`config.mk`:
```
export PLATFORM = sky130hd
export DESIGN_NAME = n_edge_router
export DESIGN_NICKNAME = d
export VERILOG_FILES = /design/src/noc_flit_pkg.sv /design/src/noc_port_pkg.sv /design/src/credit_counter.sv /design/src/crossbar_switch.sv /design/src/input_buffer.sv /design/src/n_edge_router.sv /design/src/yx_switch_allocator.sv
export VERILOG_INCLUDE_DIRS = /design/src /design/src/include
export SDC_FILE = /design/constraint.sdc
export NUM_CORES = 1
export LEC_CHECK = 0
export BUFFER_PORTS_ARGS = -buffer_cell sky130_fd_sc_hd__clkbuf_2
export CELL_PAD_IN_SITES_DETAIL_PLACEMENT = 0
export CELL_PAD_IN_SITES_GLOBAL_PLACEMENT = 1
export CORE_AREA = 8 8 250 252
export CTS_BUF_LIST = sky130_fd_sc_hd__clkbuf_4 sky130_fd_sc_hd__clkbuf_8
export DETAILED_ROUTE_END_ITERATION = 10
export DIE_AREA = 0 0 258 260
export HOLD_SLACK_MARGIN = 0.12
export PLACE_DENSITY_LB_ADDON = 0.1
export SYNTH_ARGS = -nofsm -noshare
export SYNTH_HDL_FRONTEND = slang
export SYNTH_SLANG_ARGS = --single-unit
```
`constraint.sdc`:
```
create_clock -name clk -period 7.93 [get_ports clk]
set_clock_uncertainty 0.05 [all_clocks]
set_input_delay 2.379 -clock clk [delete_from_list [all_inputs] [get_ports clk]]
set_output_delay 2.379 -clock clk [all_outputs]
set_load 0.05 [all_outputs]
```
`src/include/noc_consts.svh`:
```
`ifndef NOC_CONSTS_SVH
`define NOC_CONSTS_SVH

// Width of one flit in bits
`define FLIT_W 16

// Input buffer entries, also the credits a fresh downstream link starts with
`define BUF_DEPTH 8

// Wide enough to hold BUF_DEPTH
`define CREDIT_W 4

`define NUM_PORTS 4

`endif

```
`src/noc_flit_pkg.sv`:
```
`default_nettype none
`include "noc_consts.svh"

package noc_flit_pkg;

  typedef logic [`FLIT_W-1:0] flit_t;
  typedef logic [3:0] coord_t;

  // Router address, y in the upper nibble
  typedef struct packed {
    coord_t y;
    coord_t x;
  } yx_addr_t;

  function automatic coord_t dest_y(flit_t f);
    return f[15:12];
  endfunction

  function automatic coord_t dest_x(flit_t f);
    return f[11:8];
  endfunction

endpackage

`default_nettype wire

```
`src/noc_port_pkg.sv`:
```
`default_nettype none
`include "noc_consts.svh"

package noc_port_pkg;

  // Order also sets the bit positions of port_mask_t
  typedef enum logic [1:0] {
    PORT_S = 2'd0,
    PORT_W = 2'd1,
    PORT_E = 2'd2,
    PORT_L = 2'd3
  } port_e;

  // One-hot, one bit per port
  typedef logic [`NUM_PORTS-1:0] port_mask_t;

endpackage

`default_nettype wire

```
`src/credit_counter.sv`:
```
`timescale 1ns/10ps
`default_nettype none
`include "noc_consts.svh"

module credit_counter (
  input  logic clk,
  input  logic arst_n_i,
  input  logic consume_i,
  input  logic return_i,
  output logic has_credit_o
);

  // Free slots in the downstream buffer
  logic [`CREDIT_W-1:0] count_q;

  always_ff @(posedge clk or negedge arst_n_i) begin
    if (!arst_n_i) begin
      count_q <= `CREDIT_W'(`BUF_DEPTH);
    end else begin
      case ({consume_i, return_i})
        2'b10:   count_q <= count_q - 1'b1;
        2'b01:   count_q <= count_q + 1'b1;
        default: count_q <= count_q;
      endcase
    end
  end

  assign has_credit_o = (count_q != '0);

endmodule

`default_nettype wire

```
`src/crossbar_switch.sv`:
```
`timescale 1ns/10ps
`default_nettype none
`include "noc_consts.svh"

module crossbar_switch (
  input  logic                     clk,
  input  logic                     arst_n_i,
  input  noc_flit_pkg::flit_t      s_flit_i,
  input  noc_flit_pkg::flit_t      w_flit_i,
  input  noc_flit_pkg::flit_t      e_flit_i,
  input  noc_flit_pkg::flit_t      l_flit_i,
  input  noc_port_pkg::port_mask_t s_grant_i,
  input  noc_port_pkg::port_mask_t w_grant_i,
  input  noc_port_pkg::port_mask_t e_grant_i,
  input  noc_port_pkg::port_mask_t l_grant_i,
  output noc_flit_pkg::flit_t      s_data_o,
  output noc_flit_pkg::flit_t      w_data_o,
  output noc_flit_pkg::flit_t      e_data_o,
  output noc_flit_pkg::flit_t      l_data_o,
  output logic                     s_valid_o,
  output logic                     w_valid_o,
  output logic                     e_valid_o,
  output logic                     l_valid_o
);

  import noc_flit_pkg::*;
  import noc_port_pkg::*;

  flit_t                 flit    [`NUM_PORTS];
  port_mask_t            grant   [`NUM_PORTS];
  flit_t                 sel     [`NUM_PORTS];
  flit_t                 data_q  [`NUM_PORTS];
  logic [`NUM_PORTS-1:0] valid_q;

  assign flit  = '{s_flit_i, w_flit_i, e_flit_i, l_flit_i};
  assign grant = '{s_grant_i, w_grant_i, e_grant_i, l_grant_i};

  // Grants are one-hot, so at most one input matches
  always_comb begin
    for (int o = 0; o < `NUM_PORTS; o++) begin
      sel[o] = '0;
      for (int i = 0; i < `NUM_PORTS; i++) begin
        if (grant[o][i]) begin
          sel[o] = flit[i];
        end
      end
    end
  end

  always_ff @(posedge clk) begin
    for (int o = 0; o < `NUM_PORTS; o++) begin
      data_q[o] <= sel[o];
    end
  end

  always_ff @(posedge clk or negedge arst_n_i) begin
    if (!arst_n_i) begin
      valid_q <= '0;
    end else begin
      for (int o = 0; o < `NUM_PORTS; o++) begin
        valid_q[o] <= |grant[o];
      end
    end
  end

  assign s_data_o  = data_q[PORT_S];
  assign w_data_o  = data_q[PORT_W];
  assign e_data_o  = data_q[PORT_E];
  assign l_data_o  = data_q[PORT_L];
  assign s_valid_o = valid_q[PORT_S];
  assign w_valid_o = valid_q[PORT_W];
  assign e_valid_o = valid_q[PORT_E];
  assign l_valid_o = valid_q[PORT_L];

endmodule

`default_nettype wire

```
`src/input_buffer.sv`:
```
`timescale 1ns/10ps
`default_nettype none
`include "noc_consts.svh"

module input_buffer (
  input  logic                clk,
  input  logic                arst_n_i,
  input  noc_flit_pkg::flit_t data_i,
  input  logic                write_i,
  input  logic                pop_i,
  output noc_flit_pkg::flit_t data_o,
  output logic                not_empty_o
);

  import noc_flit_pkg::*;

  localparam int PTR_W = $clog2(`BUF_DEPTH);
  localparam int CNT_W = $clog2(`BUF_DEPTH + 1);

  flit_t            mem_q [`BUF_DEPTH];
  logic [PTR_W-1:0] wr_ptr_q;
  logic [PTR_W-1:0] rd_ptr_q;
  logic [CNT_W-1:0] count_q;
  logic             full;
  logic             do_write;
  logic             do_pop;

  assign full        = (count_q == CNT_W'(`BUF_DEPTH));
  assign not_empty_o = (count_q != '0);
  assign do_write    = write_i & ~full;
  assign do_pop      = pop_i & not_empty_o;

  // Head flit is visible without a read cycle
  assign data_o = mem_q[rd_ptr_q];

  always_ff @(posedge clk) begin
    if (do_write) begin
      mem_q[wr_ptr_q] <= data_i;
    end
  end

  always_ff @(posedge clk or negedge arst_n_i) begin
    if (!arst_n_i) begin
      wr_ptr_q <= '0;
      rd_ptr_q <= '0;
      count_q  <= '0;
    end else begin
      if (do_write) begin
        wr_ptr_q <= wr_ptr_q + 1'b1;
      end
      if (do_pop) begin
        rd_ptr_q <= rd_ptr_q + 1'b1;
      end
      case ({do_write, do_pop})
        2'b10:   count_q <= count_q + 1'b1;
        2'b01:   count_q <= count_q - 1'b1;
        default: count_q <= count_q;
      endcase
    end
  end

endmodule

`default_nettype wire

```
`src/n_edge_router.sv`:
```
`timescale 1ns/10ps
`default_nettype none

module n_edge_router (
  input  logic                   clk,
  input  logic                   arst_n_i,
  input  noc_flit_pkg::yx_addr_t yx_addr_router_i,
  input  noc_flit_pkg::flit_t    s_data_i,
  input  noc_flit_pkg::flit_t    w_data_i,
  input  noc_flit_pkg::flit_t    e_data_i,
  input  noc_flit_pkg::flit_t    l_data_i,
  input  logic                   s_valid_i,
  input  logic                   w_valid_i,
  input  logic                   e_valid_i,
  input  logic                   l_valid_i,
  input  logic                   s_credit_i,
  input  logic                   w_credit_i,
  input  logic                   e_credit_i,
  input  logic                   l_credit_i,
  output noc_flit_pkg::flit_t    s_data_o,
  output noc_flit_pkg::flit_t    w_data_o,
  output noc_flit_pkg::flit_t    e_data_o,
  output noc_flit_pkg::flit_t    l_data_o,
  output logic                   s_valid_o,
  output logic                   w_valid_o,
  output logic                   e_valid_o,
  output logic                   l_valid_o,
  output logic                   s_credit_o,
  output logic                   w_credit_o,
  output logic                   e_credit_o,
  output logic                   l_credit_o
);

  import noc_flit_pkg::*;
  import noc_port_pkg::*;

  flit_t      s_head, w_head, e_head, l_head;
  logic       s_not_empty, w_not_empty, e_not_empty, l_not_empty;
  logic       s_pop, w_pop, e_pop, l_pop;
  logic       s_has_credit, w_has_credit, e_has_credit, l_has_credit;
  logic       s_consume, w_consume, e_consume, l_consume;
  port_mask_t s_grant, w_grant, e_grant, l_grant;

  input_buffer ib_s (.clk(clk), .arst_n_i(arst_n_i), .data_i(s_data_i), .write_i(s_valid_i),
                     .pop_i(s_pop), .data_o(s_head), .not_empty_o(s_not_empty));
  input_buffer ib_w (.clk(clk), .arst_n_i(arst_n_i), .data_i(w_data_i), .write_i(w_valid_i),
                     .pop_i(w_pop), .data_o(w_head), .not_empty_o(w_not_empty));
  input_buffer ib_e (.clk(clk), .arst_n_i(arst_n_i), .data_i(e_data_i), .write_i(e_valid_i),
                     .pop_i(e_pop), .data_o(e_head), .not_empty_o(e_not_empty));
  input_buffer ib_l (.clk(clk), .arst_n_i(arst_n_i), .data_i(l_data_i), .write_i(l_valid_i),
                     .pop_i(l_pop), .data_o(l_head), .not_empty_o(l_not_empty));

  // One counter per output, refilled by the downstream credit pulses
  credit_counter cc_s (.clk(clk), .arst_n_i(arst_n_i), .consume_i(s_consume),
                       .return_i(s_credit_i), .has_credit_o(s_has_credit));
  credit_counter cc_w (.clk(clk), .arst_n_i(arst_n_i), .consume_i(w_consume),
                       .return_i(w_credit_i), .has_credit_o(w_has_credit));
  credit_counter cc_e (.clk(clk), .arst_n_i(arst_n_i), .consume_i(e_consume),
                       .return_i(e_credit_i), .has_credit_o(e_has_credit));
  credit_counter cc_l (.clk(clk), .arst_n_i(arst_n_i), .consume_i(l_consume),
                       .return_i(l_credit_i), .has_credit_o(l_has_credit));

  yx_switch_allocator sa_inner (
    .clk(clk),
    .arst_n_i(arst_n_i),
    .router_addr_i(yx_addr_router_i),
    .s_head_i(s_head), .w_head_i(w_head), .e_head_i(e_head), .l_head_i(l_head),
    .s_not_empty_i(s_not_empty), .w_not_empty_i(w_not_empty),
    .e_not_empty_i(e_not_empty), .l_not_empty_i(l_not_empty),
    .s_has_credit_i(s_has_credit), .w_has_credit_i(w_has_credit),
    .e_has_credit_i(e_has_credit), .l_has_credit_i(l_has_credit),
    .s_pop_o(s_pop), .w_pop_o(w_pop), .e_pop_o(e_pop), .l_pop_o(l_pop),
    .s_consume_o(s_consume), .w_consume_o(w_consume),
    .e_consume_o(e_consume), .l_consume_o(l_consume),
    .s_grant_o(s_grant), .w_grant_o(w_grant), .e_grant_o(e_grant), .l_grant_o(l_grant)
  );

  crossbar_switch cs_inner (
    .clk(clk),
    .arst_n_i(arst_n_i),
    .s_flit_i(s_head), .w_flit_i(w_head), .e_flit_i(e_head), .l_flit_i(l_head),
    .s_grant_i(s_grant), .w_grant_i(w_grant), .e_grant_i(e_grant), .l_grant_i(l_grant),
    .s_data_o(s_data_o), .w_data_o(w_data_o), .e_data_o(e_data_o), .l_data_o(l_data_o),
    .s_valid_o(s_valid_o), .w_valid_o(w_valid_o),
    .e_valid_o(e_valid_o), .l_valid_o(l_valid_o)
  );

  // Every pop frees one upstream slot
  assign s_credit_o = s_pop;
  assign w_credit_o = w_pop;
  assign e_credit_o = e_pop;
  assign l_credit_o = l_pop;

endmodule

`default_nettype wire

```
`src/yx_switch_allocator.sv`:
```
`timescale 1ns/10ps
`default_nettype none
`include "noc_consts.svh"

module yx_switch_allocator (
  input  logic                     clk,
  input  logic                     arst_n_i,
  input  noc_flit_pkg::yx_addr_t   router_addr_i,
  input  noc_flit_pkg::flit_t      s_head_i,
  input  noc_flit_pkg::flit_t      w_head_i,
  input  noc_flit_pkg::flit_t      e_head_i,
  input  noc_flit_pkg::flit_t      l_head_i,
  input  logic                     s_not_empty_i,
  input  logic                     w_not_empty_i,
  input  logic                     e_not_empty_i,
  input  logic                     l_not_empty_i,
  input  logic                     s_has_credit_i,
  input  logic                     w_has_credit_i,
  input  logic                     e_has_credit_i,
  input  logic                     l_has_credit_i,
  output logic                     s_pop_o,
  output logic                     w_pop_o,
  output logic                     e_pop_o,
  output logic                     l_pop_o,
  output logic                     s_consume_o,
  output logic                     w_consume_o,
  output logic                     e_consume_o,
  output logic                     l_consume_o,
  output noc_port_pkg::port_mask_t s_grant_o,
  output noc_port_pkg::port_mask_t w_grant_o,
  output noc_port_pkg::port_mask_t e_grant_o,
  output noc_port_pkg::port_mask_t l_grant_o
);

  import noc_flit_pkg::*;
  import noc_port_pkg::*;

  localparam int PTR_W = $clog2(`NUM_PORTS);

  flit_t                 head       [`NUM_PORTS];
  logic [`NUM_PORTS-1:0] not_empty;
  logic [`NUM_PORTS-1:0] has_credit;
  // route is indexed by input, grant by output
  port_mask_t            route      [`NUM_PORTS];
  port_mask_t            grant      [`NUM_PORTS];
  logic [PTR_W-1:0]      grant_idx  [`NUM_PORTS];
  logic [PTR_W-1:0]      rr_ptr_q   [`NUM_PORTS];
  logic [`NUM_PORTS-1:0] pop;

  // Leave the row first, then move along x
  function automatic port_e route_of(flit_t f, yx_addr_t here);
    port_e p;
    if (dest_y(f) != here.y) begin
      p = PORT_S;
    end else if (dest_x(f) > here.x) begin
      p = PORT_E;
    end else if (dest_x(f) < here.x) begin
      p = PORT_W;
    end else begin
      p = PORT_L;
    end
    return p;
  endfunction

  assign head       = '{s_head_i, w_head_i, e_head_i, l_head_i};
  assign not_empty  = {l_not_empty_i, e_not_empty_i, w_not_empty_i, s_not_empty_i};
  assign has_credit = {l_has_credit_i, e_has_credit_i, w_has_credit_i, s_has_credit_i};

  always_comb begin
    for (int i = 0; i < `NUM_PORTS; i++) begin
      route[i] = '0;
      if (not_empty[i]) begin
        route[i][route_of(head[i], router_addr_i)] = 1'b1;
      end
    end
  end

  // Search starts at the pointer, first requester wins
  always_comb begin
    logic [PTR_W-1:0] idx;
    logic             found;
    for (int o = 0; o < `NUM_PORTS; o++) begin
      grant[o]     = '0;
      grant_idx[o] = rr_ptr_q[o];
      found        = 1'b0;
      for (int k = 0; k < `NUM_PORTS; k++) begin
        idx = rr_ptr_q[o] + PTR_W'(k);
        if (has_credit[o] && !found && route[idx][o]) begin
          grant[o][idx] = 1'b1;
          grant_idx[o]  = idx;
          found         = 1'b1;
        end
      end
    end
  end

  // An input routes to one output only, so OR-ing the grants is safe
  always_comb begin
    pop = '0;
    for (int o = 0; o < `NUM_PORTS; o++) begin
      pop = pop | grant[o];
    end
  end

  always_ff @(posedge clk or negedge arst_n_i) begin
    if (!arst_n_i) begin
      for (int o = 0; o < `NUM_PORTS; o++) begin
        rr_ptr_q[o] <= PTR_W'(PORT_S);
      end
    end else begin
      for (int o = 0; o < `NUM_PORTS; o++) begin
        if (|grant[o]) begin
          rr_ptr_q[o] <= grant_idx[o] + 1'b1;
        end
      end
    end
  end

  assign s_pop_o     = pop[PORT_S];
  assign w_pop_o     = pop[PORT_W];
  assign e_pop_o     = pop[PORT_E];
  assign l_pop_o     = pop[PORT_L];
  assign s_consume_o = |grant[PORT_S];
  assign w_consume_o = |grant[PORT_W];
  assign e_consume_o = |grant[PORT_E];
  assign l_consume_o = |grant[PORT_L];
  assign s_grant_o   = grant[PORT_S];
  assign w_grant_o   = grant[PORT_W];
  assign e_grant_o   = grant[PORT_E];
  assign l_grant_o   = grant[PORT_L];

endmodule

`default_nettype wire

```
==> report_table.html, run 1 <==
<table>
<tr><th>Metric</th><th>Value</th></tr>
<tr><th colspan="2">GRT</th></tr>
<tr><td>Number of antenna violations at the first check in global routing</td><td>7</td></tr>
<tr><td>First-pass GRT wire length</td><td>118 mm</td></tr>
<tr><td>Congestion Overflow GR</td><td>0</td></tr>
<tr><td>Total Routing Usage GR</td><td>23.4%</td></tr>
<tr><td>Largest net degree at the start of global routing</td><td>69</td></tr>
<tr><td>Number of global-route vias before repair</td><td>18300</td></tr>
<tr><th colspan="2">Setup path</th></tr>
<tr><td>Worst reg-to-reg path cell count</td><td>26</td></tr>
<tr><td>Crit path kind</td><td>input pin to output pin</td></tr>
<tr><td>Signal arrival time at the worst endpoint</td><td>5.59 ns</td></tr>
<tr><td>Kind of end point of the critical path</td><td>output pin</td></tr>
<tr><td>Required time of the worst setup path</td><td>5.50 ns</td></tr>
<tr><td>CP Launch Type</td><td>input pin</td></tr>
<tr><td>Max Fanout on Critical Path</td><td>4</td></tr>
<tr><th colspan="2">Die</th></tr>
<tr><td>Chip Height</td><td>260 um</td></tr>
<tr><td>Initial standard-cell utilization of the core</td><td>49.4%</td></tr>
<tr><td>Boundary pin count</td><td>154</td></tr>
<tr><td>Core footprint</td><td>58500 sq um</td></tr>
<tr><td>Total Die Area</td><td>67100 sq um</td></tr>
<tr><td>Die outline width</td><td>258 um</td></tr>
<tr><td>Cell row count</td><td>89</td></tr>
<tr><th colspan="2">STA</th></tr>
<tr><td>Tightest Pin Transition</td><td>1.31 ns</td></tr>
<tr><td>Highest clock rate</td><td>125 MHz</td></tr>
<tr><td>Final count of pins violating max slew</td><td>0</td></tr>
<tr><td>Final setup fails</td><td>2</td></tr>
<tr><td>Min Tclk post-route</td><td>8.02 ns</td></tr>
<tr><td>Worst slew slack as a fraction of its limit</td><td>12.1%</td></tr>
<tr><td>RSZ-0062 raised after global routing</td><td>true</td></tr>
<tr><td>Min Hold Slack</td><td>0.451 ns</td></tr>
<tr><td>Final-report hold violation count</td><td>0</td></tr>
<tr><td>Worst-case setup margin in the final layout</td><td>-0.0933 ns</td></tr>
<tr><td>Share of the cycle needed by the critical path after routing</td><td>101%</td></tr>
<tr><th colspan="2">Layout</th></tr>
<tr><td>Finished layout cell area</td><td>34500 sq um</td></tr>
<tr><td>P&amp;R area growth vs syn</td><td>19.4%</td></tr>
<tr><td>Fraction of layout cells with a size suffix above 1</td><td>33.3%</td></tr>
<tr><td>Final net count</td><td>2394</td></tr>
<tr><td>Footprint of the flip-flops and latches</td><td>18400 sq um</td></tr>
<tr><td>Filler Cells Inserted</td><td>4593</td></tr>
<tr><td>Total area of multi-input combinational cells</td><td>10500 sq um</td></tr>
<tr><th colspan="2">Placed design</th></tr>
<tr><td>Placed standard-cell area</td><td>31700 sq um</td></tr>
<tr><td>Detailed-placement wirelength estimate</td><td>55.0 mm</td></tr>
<tr><td>Pre-CTS worst setup slack</td><td>-0.366 ns</td></tr>
<tr><td>Global placer's final weighted congestion</td><td>0.946</td></tr>
<tr><td>Number of port buffers</td><td>153</td></tr>
<tr><th colspan="2">Route</th></tr>
<tr><td>Average detailed-routed wire length per instance</td><td>25.8 um</td></tr>
<tr><td>Residual DRC count</td><td>0</td></tr>
<tr><td>Antenna violation net count after detailed routing</td><td>0</td></tr>
<tr><td>Post-Route WL</td><td>79.7 mm</td></tr>
<tr><td>Initial DRT Pass Iterations</td><td>6</td></tr>
<tr><td>Iteration-0 DRC count of the detailed router</td><td>1567</td></tr>
<tr><td>Via count of the routed design</td><td>18300</td></tr>
<tr><td>Via-to-Cell Ratio</td><td>5.92</td></tr>
<tr><th colspan="2">Clock tree</th></tr>
<tr><td>Root Buffer</td><td>sky130_fd_sc_hd__clkbuf_8</td></tr>
<tr><td>Clock slew seen by the registers of the worst setup and hold paths</td><td>0.05 ns</td></tr>
<tr><td>Clock buffer count from CTS</td><td>105</td></tr>
<tr><td>H-Tree Level Count</td><td>3</td></tr>
<tr><td>Clock latency at the later pin of the worst-skew pair</td><td>0.72 ns</td></tr>
<tr><td>Total number of clock tree sinks</td><td>644</td></tr>
<tr><td>Clock tree from TritonCTS</td><td>yes</td></tr>
<tr><td>Maximum buffer depth of the clock tree</td><td>3</td></tr>
<tr><th colspan="2">Logic synthesis</th></tr>
<tr><td>Count of distinct cell types in the synthesized netlist</td><td>91</td></tr>
<tr><td>Post-Syn Area per Cell</td><td>15.4 sq um</td></tr>
<tr><td>Cell count after synthesis</td><td>1874</td></tr>
<tr><td>FF+latch count, synth</td><td>644</td></tr>
<tr><td>Cell area after synthesis</td><td>28900 sq um</td></tr>
<tr><td>Post-synth ARST share</td><td>10.6%</td></tr>
<tr><td>Prevailing post-synth register cell</td><td>sky130_fd_sc_hd__edfxtp_1</td></tr>
<tr><td>Number of flops mapped to enable cells by yosys</td><td>512</td></tr>
<tr><td>Synth warn</td><td>0</td></tr>
<tr><td>Seq/Total Area, Yosys</td><td>63.6%</td></tr>
<tr><td>Post-synthesis net count</td><td>2040</td></tr>
<tr><th colspan="2">Run</th></tr>
<tr><td>Number of max-capacitance violations reported</td><td>0</td></tr>
<tr><th colspan="2">Run status</th></tr>
<tr><td>Run status</td><td>finished, violations left</td></tr>
<tr><td>Violated checks</td><td>negative setup slack</td></tr>
<tr><th colspan="2">Worst hold path</th></tr>
<tr><td>Class of the tightest hold or removal check</td><td>flop to flop</td></tr>
<tr><td>Hold Path Depth</td><td>1</td></tr>
</table>
[worst max-delay path, cell delays in order]
cell and delay [ns]:
sky130_fd_sc_hd__clkbuf_16 0.11, sky130_fd_sc_hd__inv_8 0.04, sky130_fd_sc_hd__ha_1 0.29, sky130_fd_sc_hd__nor2b_1 0.13, sky130_fd_sc_hd__o21a_1 0.16, sky130_fd_sc_hd__o21a_2 0.25
sky130_fd_sc_hd__nor2_4 0.15, sky130_fd_sc_hd__nor4_1 0.08, sky130_fd_sc_hd__mux4_2 0.52, sky130_fd_sc_hd__buf_6 0.15, sky130_fd_sc_hd__a32o_1 0.24, sky130_fd_sc_hd__a221o_1 0.32
sky130_fd_sc_hd__or4_4 0.58, sky130_fd_sc_hd__buf_12 0.17
[per-layer routing]
| layer | wire, um | GRT usage (%) | part of all wire, % |
|---|---|---|---|
| met3 | 5820 | 5.21 | 7.3 |
| met4 | 1870 | 6.41 | 2.3 |
| met2 | 37900 | 37.3 | 48 |
| met1 | 34100 | 32.5 | 43 |
| met5 | 12 | 0 | 0.015 |
[what timing repair did]
item | CTS | global route
endpoints found under the hold margin | 0 | 0
pin swaps | 21 | 14
setup endpoints to repair | 4 | 4
hold buffers | 0 | 0
buffers inserted | 10 | 3
gates resized for setup | 47 | 37
[Yosys cell counts (all sizes together), types with 16 or more instances]
| cell | n | area (sq um) |
|---|---|---|
| nor4 | 22 | 171 |
| mux2 | 58 | 653 |
| nor3 | 42 | 230 |
| nand2b | 23 | 144 |
| buf | 39 | 208 |
| a21o | 16 | 120 |
| nor2 | 67 | 251 |
| mux4 | 119 | 2680 |
| dfrtp | 64 | 1600 |
| o22ai | 34 | 213 |
| nand3 | 19 | 100 |
| a21oi | 32 | 164 |
| mux2i | 66 | 661 |
| nand2 | 156 | 588 |
| edfxtp | 512 | 15400 |
| clkbuf | 41 | 155 |
| o21ai | 39 | 195 |
| inv | 55 | 206 |
| a221oi | 65 | 576 |
| ha | 76 | 951 |
| xnor2 | 43 | 377 |
| dfxtp | 64 | 1280 |
| xor2 | 26 | 228 |
[kinds of logic (layout without fill, tap and decap cells)]
family,Yosys count,count (layout),share of synthesized area [%]
and+or+nand+nor,398,398,6.88
muxes,243,243,13.8
adders and majority gates,84,84,3.85
other,0,2,0
buffers and inverters,139,583,2.02
xor gates and xnor gates,69,69,2.09
AOI/OAI and AO/OA,297,297,7.75
DFF,644,644,63.6
[cells in the final DEF (no fill, tap or decap), drive strengths merged, types with 6 or more instances in the layout]
cell type,Yosys,final
mux2,58,58
o2111ai,6,6
a211oi,13,13
clkbuf,41,310
fa,8,8
nor3,42,42
a22oi,12,12
o21a,7,7
a21oi,32,32
nor4,22,22
a22o,14,14
a21o,16,16
and2,14,14
or3,7,7
inv,55,58
a31oi,6,6
nor2,67,67
o21ai,39,39
xnor2,43,43
mux4,119,119
nand3,19,19
nor2b,7,7
nand2,156,156
xor2,26,26
nand4,11,11
dfrtp,64,64
a221oi,65,65
buf,39,179
o31ai,6,6
dfxtp,64,64
clkinv,4,29
mux2i,66,66
ha,76,76
edfxtp,512,512
nand2b,23,23
a221o,7,7
o22ai,34,34
[area by class of cell]
| type | instances | share of cell area (%) |
|---|---|---|
| Sequential cell | 644 | 53.3 |
| Multi-Input combinational cell | 1091 | 30.3 |
| Timing Repair Buffer | 327 | 6.33 |
| Clock buffer | 162 | 5.63 |
| Tap cell | 773 | 2.81 |
| Clock inverter | 35 | 0.936 |
| Inverter | 59 | 0.664 |
| Antenna cell | 2 | 0.0145 |
[final timing paths]
| kind | from | slack (ns) | to |
|---|---|---|---|
| max | yx_addr_router_i[1] | -0.09 | e_credit_o |
| min | ib_l.count_q[3] | 0.45 | ib_l.count_q[3] |
| max reg2reg | ib_l.rd_ptr_q[0] | 1.50 | cc_w.count_q[3] |
| min reg2reg | ib_l.count_q[3] | 0.45 | ib_l.count_q[3] |
| max in group asynchronous | arst_n_i | 5.25 | ib_e.rd_ptr_q[0] |
| min in group asynchronous | arst_n_i | 1.81 | cs_inner.valid_q[3] |
[stage by stage]
| step | util, % | instances | setup TNS, ns |
|---|---|---|---|
| 6_report | 59.0 | 3093 | -0.167 |
| 4_1_cts | 58.6 | 3088 | -0.139 |
| 3_3_place_gp | 54.2 | 2882 | -0.777 |
| 5_1_grt | 59.0 | 3093 | -0.378 |
| 3_5_place_dp | 54.2 | 2882 | -0.963 |
| 2_1_floorplan | - | 1874 | 0 |
[sequential cells by signal, indices dropped and copies added, names as in the netlist, 8 cells and up]
register	flops
ib_l.mem_q	128
cs_inner.data_q	64
sa_inner.rr_ptr_q	8
ib_w.mem_q	128
ib_e.mem_q	128
ib_s.mem_q	128
Power of run 1 is left out: the tool's default activity adds up to more than one toggle a clock period on the data nets, which glitch-free logic cannot reach.
==> inputs of run 2 (changes only) <==
==> constraint.sdc (replaced) <==
create_clock -name clk -period 8 [get_ports clk]
set_clock_uncertainty 0.05 [all_clocks]
set_input_delay 2.4 -clock clk [delete_from_list [all_inputs] [get_ports clk]]
set_output_delay 2.4 -clock clk [all_outputs]
set_load 0.05 [all_outputs]
==> run 2 against run 1 <==
  * The flow finishes with violations (max-capacitance violations, negative setup slack)
  * Register-to-register slack worse by 0.06 ns
  * Die area stayed put
  * Count of clock-buffer cells in the layout is 26 lower
  * Largest cell class unchanged
==> report_table.html, run 2 (synthesis gave the netlist of run 1 again) <==
<table>
<tr><th>Metric</th><th>Value</th></tr>
<tr><th colspan="2">Clock tree</th></tr>
<tr><td>Clock slew seen by the registers of the worst setup and hold paths</td><td>0.06 ns</td></tr>
<tr><td>Root Buffer</td><td>sky130_fd_sc_hd__clkbuf_8</td></tr>
<tr><td>H-Tree Level Count</td><td>3</td></tr>
<tr><td>Quantity of hold-fixing buffers added after cts</td><td>0</td></tr>
<tr><td>Maximum buffer depth of the clock tree</td><td>3</td></tr>
<tr><td>Total number of clock tree sinks</td><td>644</td></tr>
<tr><td>Clock tree from TritonCTS</td><td>yes</td></tr>
<tr><td>Clock buffer count from CTS</td><td>104</td></tr>
<tr><td>Clock latency at the later pin of the worst-skew pair</td><td>0.71 ns</td></tr>
<tr><th colspan="2">Route</th></tr>
<tr><td>Residual DRC count</td><td>0</td></tr>
<tr><td>Antenna violation net count after detailed routing</td><td>0</td></tr>
<tr><td>Via count of the routed design</td><td>18200</td></tr>
<tr><td>Average detailed-routed wire length per instance</td><td>25.5 um</td></tr>
<tr><td>Via-to-Cell Ratio</td><td>5.90</td></tr>
<tr><td>Post-Route WL</td><td>78.8 mm</td></tr>
<tr><td>Initial DRT Pass Iterations</td><td>5</td></tr>
<tr><td>Iteration-0 DRC count of the detailed router</td><td>1491</td></tr>
<tr><th colspan="2">Setup path</th></tr>
<tr><td>Max Fanout on Critical Path</td><td>4</td></tr>
<tr><td>Launching point of the worst reg2reg path</td><td>ib_e.rd_ptr_q[2]</td></tr>
<tr><td>Kind of end point of the critical path</td><td>output pin</td></tr>
<tr><td>Critical-path top delay cell</td><td>sky130_fd_sc_hd__or4_4</td></tr>
<tr><td>CP Launch Type</td><td>input pin</td></tr>
<tr><td>Required time of the worst setup path</td><td>5.55 ns</td></tr>
<tr><td>Most used cell along the critical path</td><td>sky130_fd_sc_hd__buf_6</td></tr>
<tr><td>Crit path kind</td><td>input pin to output pin</td></tr>
<tr><td>Worst reg-to-reg path cell count</td><td>22</td></tr>
<tr><td>Signal arrival time at the worst endpoint</td><td>5.68 ns</td></tr>
<tr><td>Crit. Startpoint</td><td>yx_addr_router_i[1]</td></tr>
<tr><td>Worst setup endpoint</td><td>e_credit_o</td></tr>
<tr><td>Dominant delay contributor by cell family on the critical path</td><td>compound AO/OA/AOI/OAI gates</td></tr>
<tr><td>Cell-by-cell trace of the critical path</td><td>buf_6 -&gt; inv_8 -&gt; ha_4 -&gt; nor2b_4 -&gt; o21a_1 -&gt; o21ai_2 -&gt; a21o_1 -&gt; buf_4 -&gt; nor4_2 -&gt; mux4_2 -&gt; buf_6 -&gt; a32o_2 -&gt; a211o_4 -&gt; or4_4 -&gt; buf_12</td></tr>
<tr><td>Count of cell instances traversed by the critical path</td><td>15</td></tr>
<tr><td>CP peak stage delay</td><td>0.55 ns</td></tr>
<tr><td>Buffers &amp; Inverters on Critical Path</td><td>5</td></tr>
<tr><td>Terminus of the critical flop-to-flop path</td><td>cc_s.count_q[3]</td></tr>
<tr><td>R2R Setup Slk</td><td>1.44 ns</td></tr>
<tr><th colspan="2">STA</th></tr>
<tr><td>Final setup fails</td><td>4</td></tr>
<tr><td>Worst slew slack as a fraction of its limit</td><td>1.85%</td></tr>
<tr><td>Worst-case setup margin in the final layout</td><td>-0.125 ns</td></tr>
<tr><td>Share of the cycle needed by the critical path after routing</td><td>102%</td></tr>
<tr><td>Min Tclk post-route</td><td>8.13 ns</td></tr>
<tr><td>Final count of pins violating max slew</td><td>0</td></tr>
<tr><td>Final-report hold violation count</td><td>0</td></tr>
<tr><td>RSZ-0062 raised after global routing</td><td>true</td></tr>
<tr><td>Highest clock rate</td><td>123 MHz</td></tr>
<tr><td>Tightest Pin Transition</td><td>1.46 ns</td></tr>
<tr><td>Min Hold Slack</td><td>0.445 ns</td></tr>
<tr><th colspan="2">GRT</th></tr>
<tr><td>Number of antenna violations at the first check in global routing</td><td>3</td></tr>
<tr><td>Total Routing Usage GR</td><td>23.1%</td></tr>
<tr><td>First-pass GRT wire length</td><td>116 mm</td></tr>
<tr><td>Number of global-route vias before repair</td><td>18300</td></tr>
<tr><td>Largest net degree at the start of global routing</td><td>67</td></tr>
<tr><td>Congestion Overflow GR</td><td>0</td></tr>
<tr><th colspan="2">Layout</th></tr>
<tr><td>P&amp;R area growth vs syn</td><td>18.9%</td></tr>
<tr><td>Filler Cells Inserted</td><td>4577</td></tr>
<tr><td>Fraction of layout cells with a size suffix above 1</td><td>32.9%</td></tr>
<tr><td>Final Core Density</td><td>58.7%</td></tr>
<tr><td>Commonest non-fill, non-tap cell in the layout</td><td>sky130_fd_sc_hd__edfxtp_1</td></tr>
<tr><td>Footprint of the flip-flops and latches</td><td>18400 sq um</td></tr>
<tr><td>Count of placed standard cells in the final layout, fillers left out</td><td>3092</td></tr>
<tr><td>Final net count</td><td>2405</td></tr>
<tr><td>Commonest cells after routing, fill and taps aside</td><td>512 x sky130_fd_sc_hd__edfxtp_1, 177 x sky130_fd_sc_hd__buf_4, 155 x sky130_fd_sc_hd__nand2_1</td></tr>
<tr><td>Total area of multi-input combinational cells</td><td>10500 sq um</td></tr>
<tr><th colspan="2">Run</th></tr>
<tr><td>Number of max-capacitance violations reported</td><td>1</td></tr>
<tr><th colspan="2">Die</th></tr>
<tr><td>Die outline width</td><td>258 um</td></tr>
<tr><td>Total Die Area</td><td>67100 sq um</td></tr>
<tr><td>Boundary pin count</td><td>154</td></tr>
<tr><td>Cell row count</td><td>89</td></tr>
<tr><td>Chip Height</td><td>260 um</td></tr>
<tr><td>Initial standard-cell utilization of the core</td><td>49.4%</td></tr>
<tr><td>Core footprint</td><td>58500 sq um</td></tr>
<tr><th colspan="2">Placed design</th></tr>
<tr><td>Detailed-placement wirelength estimate</td><td>54.5 mm</td></tr>
<tr><td>Global placer's final weighted congestion</td><td>0.913</td></tr>
<tr><td>Number of port buffers</td><td>153</td></tr>
<tr><td>Post-placement cell count</td><td>2888</td></tr>
<tr><th colspan="2">Run status</th></tr>
<tr><td>Violated checks</td><td>max-capacitance violations, negative setup slack</td></tr>
<tr><td>Run status</td><td>finished, violations left</td></tr>
<tr><th colspan="2">Worst hold path</th></tr>
<tr><td>Class of the tightest hold or removal check</td><td>flop to flop</td></tr>
</table>
-- run 2: cell count changes in the layout (fill, tap and decap cells not counted), moves of 3 or more --
cell and delta:
sky130_fd_sc_hd__clkinv_1 +8, sky130_fd_sc_hd__nor4_1 -3, sky130_fd_sc_hd__dfrtp_4 +3, sky130_fd_sc_hd__a31oi_2 -3
sky130_fd_sc_hd__nor4_2 +3, sky130_fd_sc_hd__buf_4 +12, sky130_fd_sc_hd__nor2b_1 -3, sky130_fd_sc_hd__clkbuf_8 -9
sky130_fd_sc_hd__clkbuf_4 -17, sky130_fd_sc_hd__dfrtp_2 -3, sky130_fd_sc_hd__clkinv_2 +8
-- run 2: worst min-delay path by stage --
stage / startpoint / end / slack (ns) / depth (start not counted)
6_report: ib_l.count_q[3] / ib_l.count_q[3] / 0.45 / 1
5_1_grt: ib_s.count_q[3] / ib_s.count_q[3] / 0.49 / 1
4_1_cts: ib_l.count_q[3] / ib_l.count_q[3] / 0.45 / 1
3_5_place_dp: ib_l.count_q[3] / ib_l.count_q[3] / 0.44 / 1
3_3_place_gp: ib_l.count_q[3] / ib_l.count_q[3] / 0.45 / 1
2_1_floorplan: ib_l.count_q[3] / ib_l.count_q[3] / 0.41 / 1
-- run 2: layer usage --
layer | global-route usage (%) | share of wire [%]
met1 | 31.6 | 43
met2 | 37.4 | 48
met3 | 4.89 | 6.5
met4 | 6.55 | 2.3
met5 | 0 | 0.034
-- run 2: final cells by class --
class	count	area share [%]
Tap cell	773	2.82
Sequential cell	644	53.5
Antenna cell	2	0.0146
Clock buffer	136	4.92
Timing Repair Buffer	339	6.63
Multi-Input combinational cell	1091	30.5
Inverter	59	0.667
Clock inverter	48	0.955
-- run 2: worst reg2reg max path, delay by kind of cell (launching register included) --
family,cells,cell delay [ns]
compound gates,5,1.37
xor+xnor,3,0.46
fa+ha+maj,2,0.57
buf+inv,5,1.15
flops,1,0.75
mux,2,1.07
simple gates,5,1.09
-- run 2: stage by stage --
stage | setup TNS (ns) | worst slack, ns | area (sq um)
2_1_floorplan | 0 | 0.00650 | 28900
4_1_cts | -0.257 | -0.118 | 34000
5_1_grt | -0.633 | -0.194 | 34300
3_5_place_dp | -1.13 | -0.394 | 31800
6_report | -0.291 | -0.125 | 34300
3_3_place_gp | -1.05 | -0.425 | 31800
-- run 2: what timing repair did --
item                                    in CTS  in global routing
setup buffers                                5                 14
resized for setup                           41                 43
pin swaps                                   21                 27
endpoints found under the setup margin       4                  4
Power of run 2 is left out for the same reason.
